`config.mk`:
```
export PLATFORM = sky130hd
export DESIGN_NAME = xbus_subsystem
export DESIGN_NICKNAME = d
export VERILOG_FILES = /design/src/design/xbus_pkg.sv /design/src/design/xbus_if.sv /design/src/design/xbus_arbiter.sv /design/src/design/axil_xbus_bridge.sv /design/src/design/xbus_reg_file.sv /design/src/design/xbus_subsystem.sv
export VERILOG_INCLUDE_DIRS = /design/src /design/src/design
export SDC_FILE = /design/constraint.sdc
export NUM_CORES = 2
export LEC_CHECK = 0
export BUFFER_PORTS_ARGS = -buffer_cell sky130_fd_sc_hd__clkbuf_2
export CAP_MARGIN = 20
export CORE_MARGIN = 5
export CORE_UTILIZATION = 51
export CTS_BUF_LIST = sky130_fd_sc_hd__clkbuf_8
export DETAILED_ROUTE_END_ITERATION = 8
export GPL_ROUTABILITY_DRIVEN = 1
export PLACE_DENSITY = 0.67
export SETUP_SLACK_MARGIN = 0.1
export SYNTH_ARGS = -nofsm -noshare
export SYNTH_HDL_FRONTEND = slang
export SYNTH_SLANG_ARGS = --single-unit
```
`constraint.sdc`:
```
create_clock -name xbus_clock -period 7.7 [get_ports xbus_clock]
set_clock_uncertainty 0.05 [all_clocks]
set_input_delay 0.385 -clock xbus_clock [delete_from_list [all_inputs] [get_ports xbus_clock]]
set_output_delay 0.385 -clock xbus_clock [all_outputs]
set_load 0.005 [all_outputs]
```
`src/design/xbus_config.svh`:
```
`ifndef XBUS_CONFIG_SVH
`define XBUS_CONFIG_SVH

// Single registers
`define XBUS_INDEX_ADDR      16'h1008
`define XBUS_CONFIG_ADDR     16'h1009
`define XBUS_USER_ADDR       16'h100A
`define XBUS_SHARED_ADDR     16'h100B
`define XBUS_INDIRECT_ADDR   16'h100C

// Register blocks, four registers each
`define XBUS_RW_BASE         16'h1010
`define XBUS_RO_BASE         16'h1014
`define XBUS_WO_BASE         16'h1018
`define XBUS_BLOCK_REGS      4

// 256-byte memory window
`define XBUS_MEM_BASE        16'h1100

// Reset values
`define XBUS_INDEX_RESET     3'd1
`define XBUS_CONFIG_RESET    8'hF0
`define XBUS_SHARED_RD_VALUE 8'hA5
`define XBUS_RW_RESET        8'h5A
`define XBUS_RO_RESET        8'hA5

`endif

```
`src/design/xbus_pkg.sv`:
```
package xbus_pkg;

  // --------------------------------------------------------------------------
  // Internal bus types
  // --------------------------------------------------------------------------

  // Byte address, low bits of the AXI address
  typedef logic [15:0] xbus_addr_t;

  // One register byte
  typedef logic [7:0] xbus_data_t;

  // --------------------------------------------------------------------------
  // AXI4-Lite response
  // --------------------------------------------------------------------------

  // Only OKAY and SLVERR are ever returned
  typedef enum logic [1:0] {
    AXIL_OKAY   = 2'b00,
    AXIL_SLVERR = 2'b10
  } axil_resp_t;

endpackage

```
`src/design/xbus_if.sv`:
```
`timescale 1ns/1ps

// One bridge's view of the internal bus
interface xbus_master_if;
  import xbus_pkg::*;

  logic       request;
  xbus_addr_t addr;
  logic       read;
  logic       write;
  xbus_data_t wdata;
  logic       grant;
  xbus_data_t rdata;
  logic       error;

  modport master (
    output request, addr, read, write, wdata,
    input  grant, rdata, error
  );

  modport arbiter (
    input  request, addr, read, write, wdata,
    output grant, rdata, error
  );
endinterface

// Arbiter to register target
interface xbus_target_if;
  import xbus_pkg::*;

  logic       valid;
  xbus_addr_t addr;
  logic       read;
  logic       write;
  xbus_data_t wdata;
  xbus_data_t rdata;
  logic       error;

  modport arbiter (
    output valid, addr, read, write, wdata,
    input  rdata, error
  );

  modport target (
    input  valid, addr, read, write, wdata,
    output rdata, error
  );
endinterface

```
`src/design/xbus_arbiter.sv`:
```
`timescale 1ns/1ps

module xbus_arbiter (
  input  logic              xbus_clock,
  input  logic              xbus_reset,
  xbus_master_if.arbiter    m0,
  xbus_master_if.arbiter    m1,
  xbus_target_if.arbiter    tgt
);

  typedef enum logic [1:0] {
    ST_START,
    ST_ADDR,
    ST_DATA
  } arb_state_t;

  arb_state_t state_q;
  logic       sel_q;    // Winner of the last start phase, 1 means m1
  logic       busy;

  // --------------------------------------------------------------------------
  // Phase sequence: start, address, data
  // --------------------------------------------------------------------------
  always_ff @(posedge xbus_clock or posedge xbus_reset) begin
    if (xbus_reset) begin
      state_q <= ST_START;
      sel_q   <= 1'b0;
    end else begin
      case (state_q)
        ST_START: begin
          // Fixed priority, m0 first
          if (m0.request) begin
            sel_q   <= 1'b0;
            state_q <= ST_ADDR;
          end else if (m1.request) begin
            sel_q   <= 1'b1;
            state_q <= ST_ADDR;
          end
        end
        ST_ADDR: state_q <= ST_DATA;
        ST_DATA: state_q <= ST_START;
        default: state_q <= ST_START;
      endcase
    end
  end

  assign busy = (state_q != ST_START);

  // Grant spans address and data phase
  assign m0.grant = busy && !sel_q;
  assign m1.grant = busy && sel_q;

  // Winner's fields onto the target
  assign tgt.valid = (state_q == ST_ADDR);
  assign tgt.addr  = sel_q ? m1.addr  : m0.addr;
  assign tgt.read  = sel_q ? m1.read  : m0.read;
  assign tgt.write = sel_q ? m1.write : m0.write;
  assign tgt.wdata = sel_q ? m1.wdata : m0.wdata;

  // Registered target result goes back to the granted master only
  assign m0.rdata = m0.grant ? tgt.rdata : '0;
  assign m1.rdata = m1.grant ? tgt.rdata : '0;
  assign m0.error = m0.grant && tgt.error;
  assign m1.error = m1.grant && tgt.error;

endmodule

```
`src/design/axil_xbus_bridge.sv`:
```
`timescale 1ns/1ps

module axil_xbus_bridge (
  input  logic                 xbus_clock,
  input  logic                 xbus_reset,
  input  logic                 awvalid,
  output logic                 awready,
  input  logic [31:0]          awaddr,
  input  logic                 wvalid,
  output logic                 wready,
  input  logic [31:0]          wdata,
  output logic                 bvalid,
  input  logic                 bready,
  output xbus_pkg::axil_resp_t bresp,
  input  logic                 arvalid,
  output logic                 arready,
  input  logic [31:0]          araddr,
  output logic                 rvalid,
  input  logic                 rready,
  output logic [31:0]          rdata,
  output xbus_pkg::axil_resp_t rresp,
  xbus_master_if.master        bus
);
  import xbus_pkg::*;

  typedef enum logic [1:0] {
    BR_IDLE,
    BR_BUS,
    BR_RESP
  } br_state_t;

  br_state_t  state_q;
  logic       is_read_q;
  logic       data_phase_q;   // Address phase already seen
  logic       wr_accept;
  logic       rd_accept;
  logic       resp_taken;
  logic       bus_done;
  xbus_addr_t addr_q;
  xbus_data_t wdata_q;
  xbus_data_t rdata_q;
  logic       err_q;
  axil_resp_t resp;

  // --------------------------------------------------------------------------
  // AXI acceptance, write only with AW and W together
  // --------------------------------------------------------------------------
  assign wr_accept = (state_q == BR_IDLE) && awvalid && wvalid;
  assign rd_accept = (state_q == BR_IDLE) && !(awvalid && wvalid) && arvalid;

  assign awready = wr_accept;
  assign wready  = wr_accept;
  assign arready = rd_accept;

  // Second granted cycle is the data phase
  assign bus_done   = (state_q == BR_BUS) && bus.grant && data_phase_q;
  assign resp_taken = is_read_q ? rready : bready;

  always_ff @(posedge xbus_clock or posedge xbus_reset) begin
    if (xbus_reset) begin
      state_q      <= BR_IDLE;
      is_read_q    <= 1'b0;
      data_phase_q <= 1'b0;
    end else begin
      case (state_q)
        BR_IDLE: begin
          if (wr_accept) begin
            is_read_q <= 1'b0;
            state_q   <= BR_BUS;
          end else if (rd_accept) begin
            is_read_q <= 1'b1;
            state_q   <= BR_BUS;
          end
        end
        BR_BUS: begin
          if (bus_done) begin
            data_phase_q <= 1'b0;
            state_q      <= BR_RESP;
          end else if (bus.grant) begin
            data_phase_q <= 1'b1;
          end
        end
        BR_RESP: begin
          if (resp_taken)
            state_q <= BR_IDLE;
        end
        default: state_q <= BR_IDLE;
      endcase
    end
  end

  // Transaction payload and bus result
  always_ff @(posedge xbus_clock) begin
    if (wr_accept) begin
      addr_q  <= awaddr[$bits(xbus_addr_t)-1:0];
      wdata_q <= wdata[$bits(xbus_data_t)-1:0];
    end else if (rd_accept) begin
      addr_q  <= araddr[$bits(xbus_addr_t)-1:0];
    end
    if (bus_done) begin
      rdata_q <= bus.rdata;
      err_q   <= bus.error;
    end
  end

  // --------------------------------------------------------------------------
  // Internal bus request and AXI response
  // --------------------------------------------------------------------------
  assign bus.request = (state_q == BR_BUS);
  assign bus.addr    = addr_q;
  assign bus.read    = bus.request && is_read_q;
  assign bus.write   = bus.request && !is_read_q;
  assign bus.wdata   = wdata_q;

  assign resp   = err_q ? AXIL_SLVERR : AXIL_OKAY;
  assign bvalid = (state_q == BR_RESP) && !is_read_q;
  assign rvalid = (state_q == BR_RESP) && is_read_q;
  assign bresp  = resp;
  assign rresp  = resp;
  assign rdata  = {{(32 - $bits(xbus_data_t)){1'b0}}, rdata_q};

endmodule

```
`src/design/xbus_reg_file.sv`:
```
`timescale 1ns/1ps
`include "xbus_config.svh"

module xbus_reg_file (
  input  logic          xbus_clock,
  input  logic          xbus_reset,
  xbus_target_if.target tgt
);
  import xbus_pkg::*;

  localparam int BLK_W         = $clog2(`XBUS_BLOCK_REGS);
  localparam int INDIRECT_REGS = 8;
  localparam int MEM_BYTES     = 256;

  // Control registers
  logic [2:0] index_q;
  xbus_data_t config_q;
  xbus_data_t user_q;
  xbus_data_t indirect_q [INDIRECT_REGS];
  xbus_data_t rw_q [`XBUS_BLOCK_REGS];

  // Memory window
  xbus_data_t mem [MEM_BYTES];

  xbus_data_t rdata_q;
  logic       error_q;

  logic is_index, is_config, is_user, is_shared, is_indirect;
  logic in_rw, in_ro, in_wo, in_mem;
  logic hit;
  logic wr_en;
  logic [BLK_W-1:0] blk_idx;
  logic [7:0]       mem_idx;
  xbus_data_t       rd_value;

  // --------------------------------------------------------------------------
  // Address decode
  // --------------------------------------------------------------------------
  assign is_index    = (tgt.addr == `XBUS_INDEX_ADDR);
  assign is_config   = (tgt.addr == `XBUS_CONFIG_ADDR);
  assign is_user     = (tgt.addr == `XBUS_USER_ADDR);
  assign is_shared   = (tgt.addr == `XBUS_SHARED_ADDR);
  assign is_indirect = (tgt.addr == `XBUS_INDIRECT_ADDR);

  assign in_rw  = (tgt.addr >= `XBUS_RW_BASE) &&
                  (tgt.addr < `XBUS_RW_BASE + `XBUS_BLOCK_REGS);
  assign in_ro  = (tgt.addr >= `XBUS_RO_BASE) &&
                  (tgt.addr < `XBUS_RO_BASE + `XBUS_BLOCK_REGS);
  assign in_wo  = (tgt.addr >= `XBUS_WO_BASE) &&
                  (tgt.addr < `XBUS_WO_BASE + `XBUS_BLOCK_REGS);
  assign in_mem = (tgt.addr >= `XBUS_MEM_BASE) &&
                  (tgt.addr < `XBUS_MEM_BASE + MEM_BYTES);

  // Aligned blocks let the low bits pick the register
  assign blk_idx = tgt.addr[BLK_W-1:0];
  assign mem_idx = tgt.addr[7:0];
  assign wr_en   = tgt.valid && tgt.write;

  // Read value and map hit
  always_comb begin
    hit      = 1'b1;
    rd_value = '0;
    if (is_index)
      rd_value = {5'b0, index_q};
    else if (is_config)
      rd_value = config_q;
    else if (is_user)
      rd_value = user_q;
    else if (is_shared)
      rd_value = `XBUS_SHARED_RD_VALUE;
    else if (is_indirect)
      rd_value = indirect_q[index_q];
    else if (in_rw)
      rd_value = rw_q[blk_idx];
    else if (in_ro)
      rd_value = `XBUS_RO_RESET;
    else if (in_wo)
      rd_value = '0;
    else if (in_mem)
      rd_value = mem[mem_idx];
    else
      hit = 1'b0;
  end

  // --------------------------------------------------------------------------
  // Writes at the end of the address phase and result for the data phase
  // --------------------------------------------------------------------------
  always_ff @(posedge xbus_clock or posedge xbus_reset) begin
    if (xbus_reset) begin
      index_q  <= `XBUS_INDEX_RESET;
      config_q <= `XBUS_CONFIG_RESET;
      user_q   <= '0;
      for (int i = 0; i < INDIRECT_REGS; i++)
        indirect_q[i] <= '0;
      for (int i = 0; i < `XBUS_BLOCK_REGS; i++)
        rw_q[i] <= `XBUS_RW_RESET;
      rdata_q  <= '0;
      error_q  <= 1'b0;
    end else if (tgt.valid) begin
      rdata_q <= tgt.read ? rd_value : '0;
      error_q <= !hit;
      if (tgt.write) begin
        if (is_index)
          index_q <= tgt.wdata[2:0];
        if (is_config)
          config_q <= tgt.wdata;
        // Counts writes and ignores the data
        if (is_user)
          user_q <= user_q + 8'd1;
        if (is_indirect)
          indirect_q[index_q] <= tgt.wdata;
        if (in_rw)
          rw_q[blk_idx] <= tgt.wdata;
      end
    end
  end

  // Shared and write-only writes are accepted and leave nothing to read back
  always_ff @(posedge xbus_clock) begin
    if (wr_en && in_mem)
      mem[mem_idx] <= tgt.wdata;
  end

  assign tgt.rdata = rdata_q;
  assign tgt.error = error_q;

endmodule

```
`src/design/xbus_subsystem.sv`:
```
`timescale 1ns/1ps

module xbus_subsystem (
  input  logic                 xbus_clock,
  input  logic                 xbus_reset,
  // AXI4-Lite port 0
  input  logic                 s0_awvalid,
  output logic                 s0_awready,
  input  logic [31:0]          s0_awaddr,
  input  logic                 s0_wvalid,
  output logic                 s0_wready,
  input  logic [31:0]          s0_wdata,
  output logic                 s0_bvalid,
  input  logic                 s0_bready,
  output xbus_pkg::axil_resp_t s0_bresp,
  input  logic                 s0_arvalid,
  output logic                 s0_arready,
  input  logic [31:0]          s0_araddr,
  output logic                 s0_rvalid,
  input  logic                 s0_rready,
  output logic [31:0]          s0_rdata,
  output xbus_pkg::axil_resp_t s0_rresp,
  // AXI4-Lite port 1
  input  logic                 s1_awvalid,
  output logic                 s1_awready,
  input  logic [31:0]          s1_awaddr,
  input  logic                 s1_wvalid,
  output logic                 s1_wready,
  input  logic [31:0]          s1_wdata,
  output logic                 s1_bvalid,
  input  logic                 s1_bready,
  output xbus_pkg::axil_resp_t s1_bresp,
  input  logic                 s1_arvalid,
  output logic                 s1_arready,
  input  logic [31:0]          s1_araddr,
  output logic                 s1_rvalid,
  input  logic                 s1_rready,
  output logic [31:0]          s1_rdata,
  output xbus_pkg::axil_resp_t s1_rresp
);

  xbus_master_if m0_bus ();
  xbus_master_if m1_bus ();
  xbus_target_if tgt_bus ();

  axil_xbus_bridge u_bridge0 (
    .xbus_clock (xbus_clock),  .xbus_reset (xbus_reset),
    .awvalid    (s0_awvalid),  .awready    (s0_awready),  .awaddr (s0_awaddr),
    .wvalid     (s0_wvalid),   .wready     (s0_wready),   .wdata  (s0_wdata),
    .bvalid     (s0_bvalid),   .bready     (s0_bready),   .bresp  (s0_bresp),
    .arvalid    (s0_arvalid),  .arready    (s0_arready),  .araddr (s0_araddr),
    .rvalid     (s0_rvalid),   .rready     (s0_rready),   .rdata  (s0_rdata),
    .rresp      (s0_rresp),    .bus        (m0_bus)
  );

  axil_xbus_bridge u_bridge1 (
    .xbus_clock (xbus_clock),  .xbus_reset (xbus_reset),
    .awvalid    (s1_awvalid),  .awready    (s1_awready),  .awaddr (s1_awaddr),
    .wvalid     (s1_wvalid),   .wready     (s1_wready),   .wdata  (s1_wdata),
    .bvalid     (s1_bvalid),   .bready     (s1_bready),   .bresp  (s1_bresp),
    .arvalid    (s1_arvalid),  .arready    (s1_arready),  .araddr (s1_araddr),
    .rvalid     (s1_rvalid),   .rready     (s1_rready),   .rdata  (s1_rdata),
    .rresp      (s1_rresp),    .bus        (m1_bus)
  );

  // Port 0 has priority on the internal bus
  xbus_arbiter u_arbiter (
    .xbus_clock (xbus_clock),
    .xbus_reset (xbus_reset),
    .m0         (m0_bus),
    .m1         (m1_bus),
    .tgt        (tgt_bus)
  );

  xbus_reg_file u_reg_file (
    .xbus_clock (xbus_clock),
    .xbus_reset (xbus_reset),
    .tgt        (tgt_bus)
  );

endmodule

```
==> impl_metrics.csv <==
group,metric,value,unit
outcome,outcome,"finished with violations",
outcome,violations,"max-capacitance violations, max-slew violations",
logic_synthesis,yosysSeqAreaShare,0.7650,
global_routing,grtUsageTotal,0.2791,
worst_setup_path,crit_arrival,6.76,ns
timing,final_max_slew_viol_count,3,
finish,nets,5868,
worst_setup_path,crit_path_start_kind,"register",
cts,clock_latency,1.07,ns
logic_synthesis,async_flop_share,0.06003,
worst_setup_path,crit_fanout,47,
die,start_util,0.5114,
flow_run,max_cap_violations,1,
worst_setup_path,cp_cell_sequence,"buf_4 > nand3b_1 > buf_4 > buf_4 > a21o_1 > a41oi_1 > nor4_1 > o22ai_1 > nor4_1 > and4_1 > a21o_1",
cts,tritoncts,"yes",
timing,worstMarginPinSlew,1.518,ns
routing,ant_nets,0,
placed_design,hpwl,146100,um
die,die_y,424.0,um
finish,drive_gt1_frac,0.1634,
worst_setup_path,required,8.62,ns
die,row_count,152,
worst_setup_path,rrSetupSlack,1.86,ns
routing,wire_per_inst,31.25,um
cts,numCtsBuffers,358,
power_and_ir_drop,seqPwrFrac,0.452,
die,die_area,0.1798,mm2
power_and_ir_drop,leakage,31.31,nW
power_and_ir_drop,p_comb_frac,0.263,
global_routing,overflow,0,
cts,cts_root_buf,"clkbuf_8",
cts,clockBufferDepth,4,
timing,whs,0.1314,ns
power_and_ir_drop,ir_drop,0.2891,mV
finish,multiInputGateArea,0.01862,mm2
routing,drt-pass1-iter-count,6,
cts,cts_sinks,2249,
worst_setup_path,cpPeakStageDelay,1.22,ns
logic_synthesis,synth-edff-count,2114,
placed_design,placement.io_buffers,121,
power_and_ir_drop,power.internal,21.59,mW
timing,finalHoldViolCount,0,
logic_synthesis,yosysTopAreaCellShare,0.7261,
cts,cts.htree.levels,5,
worst_setup_path,path_class,"reg2reg",
routing,route.detailed.drc,0,
global_routing,antenna_found_initial,13,
timing,grt_setup_unrepaired,"no",
finish,syn_to_final_growth,12.04,%
power_and_ir_drop,p_clk_frac,0.284,
worst_setup_path,timing.critical_path.to_type,"register",
logic_synthesis,synth_ff_type,"edfxtp_1",
global_routing,grt_max_degree,175,
power_and_ir_drop,powerDensity,331.0,mW/mm2
routing,via_count,53990,
power_and_ir_drop,switching_share,0.3341,
global_routing,grt_pass1_vias,52590,
die,die_width,424.0,um
logic_synthesis,yosys_warnings,0,
power_and_ir_drop,p_sw,10.83,mW
logic_synthesis,synth_top_cell_by_area,"edfxtp_1",
hold_path,hold_class,"in2reg",
routing,initialDrtViolationCount,7810,
routing,wirelength,254900,um
timing,period_needed,5.841,ns
worst_setup_path,crit_path_frequent_cell,"buf_4",
placed_design,post-place-cells,7419,
logic_synthesis,syn_area_per_cell,16.47,um2
cts,post-cts-setup-buffer-count,0,
routing,vias_per_cell,6.619,
finish,stdcell_count,8156,
logic_synthesis,syn-cell-area,0.08743,mm2
die,core-area,0.1710,mm2
logic_synthesis,synth_seq_cells,2249,
timing,finalSetupViolations,0,
logic_synthesis,synthTopCellsByArea,"edfxtp_1, o22ai_1, mux4_2, dfrtp_1, a21o_1",
timing,relSlewSlack,-0.02114,
placed_design,globalplace.congestion,0.8835,
timing,fmax,171.2,MHz
timing,finalCritPeriodShare,0.7585,
logic_synthesis,syn_inst,5307,
finish,regArea,0.06689,mm2
logic_synthesis,synth.distinct_cells,79,
global_routing,grt_pass1_wl,366600,um
cts,clk_pin_slew,0.07,ns
die,io_pins,286,
timing,finalSetupTns,0,ns
worst_setup_path,crit_slowest_cell,"nor4_1",
finish,nFillCells,12810,
-- metal layers --
| metal | track usage | up-vias | wire (um) |
|---|---|---|---|
| met5 | 0 | - | 41 |
| met4 | 0.1274 | 6 | 12640 |
| met3 | 0.08017 | 710 | 31940 |
| met2 | 0.4194 | 3803 | 115300 |
| met1 | 0.3820 | 27270 | 94900 |
| li1 | - | 22200 | - |
-- kinds of logic after synthesis --
family | Yosys count | share of synthesized area
xor+xnor | 9 | 0.0009015
flops | 2249 | 0.7650
compound gates | 1703 | 0.1260
fa+ha+maj | 1 | 0.0001431
mux | 214 | 0.04774
other cells | 1 | 0.00004289
buf+inv | 464 | 0.02615
simple gates | 666 | 0.03396
-- worst paths after layout --
| kind | from | endpoint | cells past startpoint |
|---|---|---|---|
| setup / recovery | u_arbiter.sel_q | u_reg_file.tgt.rdata[0] | 11 |
| hold / removal | s1_araddr[1] | u_bridge1.bus.addr[1] | 3 |
| setup reg to reg | u_arbiter.sel_q | u_reg_file.tgt.rdata[0] | 11 |
| hold reg to reg | u_reg_file.rw_q[9] | u_reg_file.rw_q[9] | 2 |
| max in group asynchronous | xbus_reset | u_reg_file.config_q[5] | 6 |
| min in group asynchronous | xbus_reset | u_reg_file.index_q[1] | 4 |
-- layout make-up --
type | count | share of cell area
clock inverters | 239 | 0.01189
repair buffers | 389 | 0.03298
multi-input cells | 2645 | 0.1901
diodes | 11 | 0.0002810
clock buffers | 370 | 0.05199
inverters | 20 | 0.001431
well taps | 2233 | 0.02852
flip-flops and latches | 2249 | 0.6828
-- power groups by stage --
stage | Combinational (mW) | Clock [mW] | Sequential (mW)
6_report | 8.54 | 9.22 | 14.7
5_1_grt | 8.81 | 9.89 | 14.7
4_1_cts | 8.30 | 9.30 | 14.7
3_5_place_dp | 8.20 | 0 | 14.9
3_3_place_gp | 8.06 | 0 | 14.9
2_1_floorplan | 4.66 | 0 | 15.0
-- cells in the final DEF (no fill, tap or decap), drive strengths merged, types with 9 or more instances in the layout --
cell type,n
inv,144
edfxtp,2114
o21ai,403
mux2i,15
nor3,22
mux4,158
o41ai,31
nor2b,14
and2,25
a41oi,138
dlygate4sd3,113
a22oi,39
a21o,293
nand3,34
dfrtp,114
dfstp,21
conb,52
buf,155
diode,11
o22ai,608
mux2,41
nand2,179
nand2b,9
nand4,17
clkbuf,491
nor2,308
clkinv,103
a21oi,123
nor4,23
-- cells in the mapped netlist, types with 5 or more instances --
library cell	number
a31oi_1	6
buf_1	33
buf_2	155
edfxtp_1	2114
o2111ai_1	7
mux4_2	158
buf_6	8
o21ai_1	52
nor4_1	23
o41ai_1	31
mux2_2	40
a22o_1	5
nor3_1	20
and3_1	8
dfrtp_1	114
nand3_1	32
inv_1	20
a41oi_1	138
xnor2_1	5
nand2_1	177
and2_1	25
nand2b_1	9
a21oi_1	122
a22oi_1	39
o21ai_0	351
nand3b_1	7
a2111oi_0	7
dfstp_2	21
nor2b_1	14
a21o_1	293
nor2_1	305
nand4_1	16
buf_4	77
o22ai_1	608
mux2i_1	15
clkbuf_1	170
-- worst max-delay path: cells and delay by family (launching register included) --
kind / cells / cell delay (ns)
compound gates: 4 / 0.76
simple gates: 4 / 2.35
buf+inv: 3 / 1.77
flops: 1 / 0.72
-- state kept, by name (all words and copies together) (netlist names), 2 cells and up --
register,cells
u_arbiter.state_q,2
u_bridge0.bus.addr,16
u_bridge0.bus.wdata,8
u_bridge0.rdata_q,8
u_bridge0.state_q,2
u_bridge1.bus.addr,16
u_bridge1.bus.wdata,8
u_bridge1.rdata_q,8
u_bridge1.state_q,2
u_reg_file.config_q,8
u_reg_file.index_q,3
u_reg_file.indirect_q,64
u_reg_file.mem,2048
u_reg_file.rw_q,32
u_reg_file.tgt.rdata,8
u_reg_file.user_q,8
-- stage by stage --
| step | setup slack [ns] | total power [mW] | instance area, um2 | util |
|---|---|---|---|---|
| 3_5_place_dp | 2.024 | 23.10 | 90440 | 0.5290 |
| 5_1_grt | 1.826 | 33.36 | 97930 | 0.5728 |
| 2_1_floorplan | 2.383 | 19.70 | 87620 | - |
| 3_3_place_gp | 1.180 | 22.95 | 90410 | 0.5288 |
| 6_report | 1.859 | 32.42 | 97960 | 0.5729 |
| 4_1_cts | 2.024 | 32.25 | 97830 | 0.5722 |
-- repair_timing --
action                                  in CTS  in global routing
hold endpoints to repair                   137                  0
gates resized for setup                      0                  0
hold buffers                               113                  0
endpoints found under the setup margin       0                  0
(Power assumes the default switching activity.)
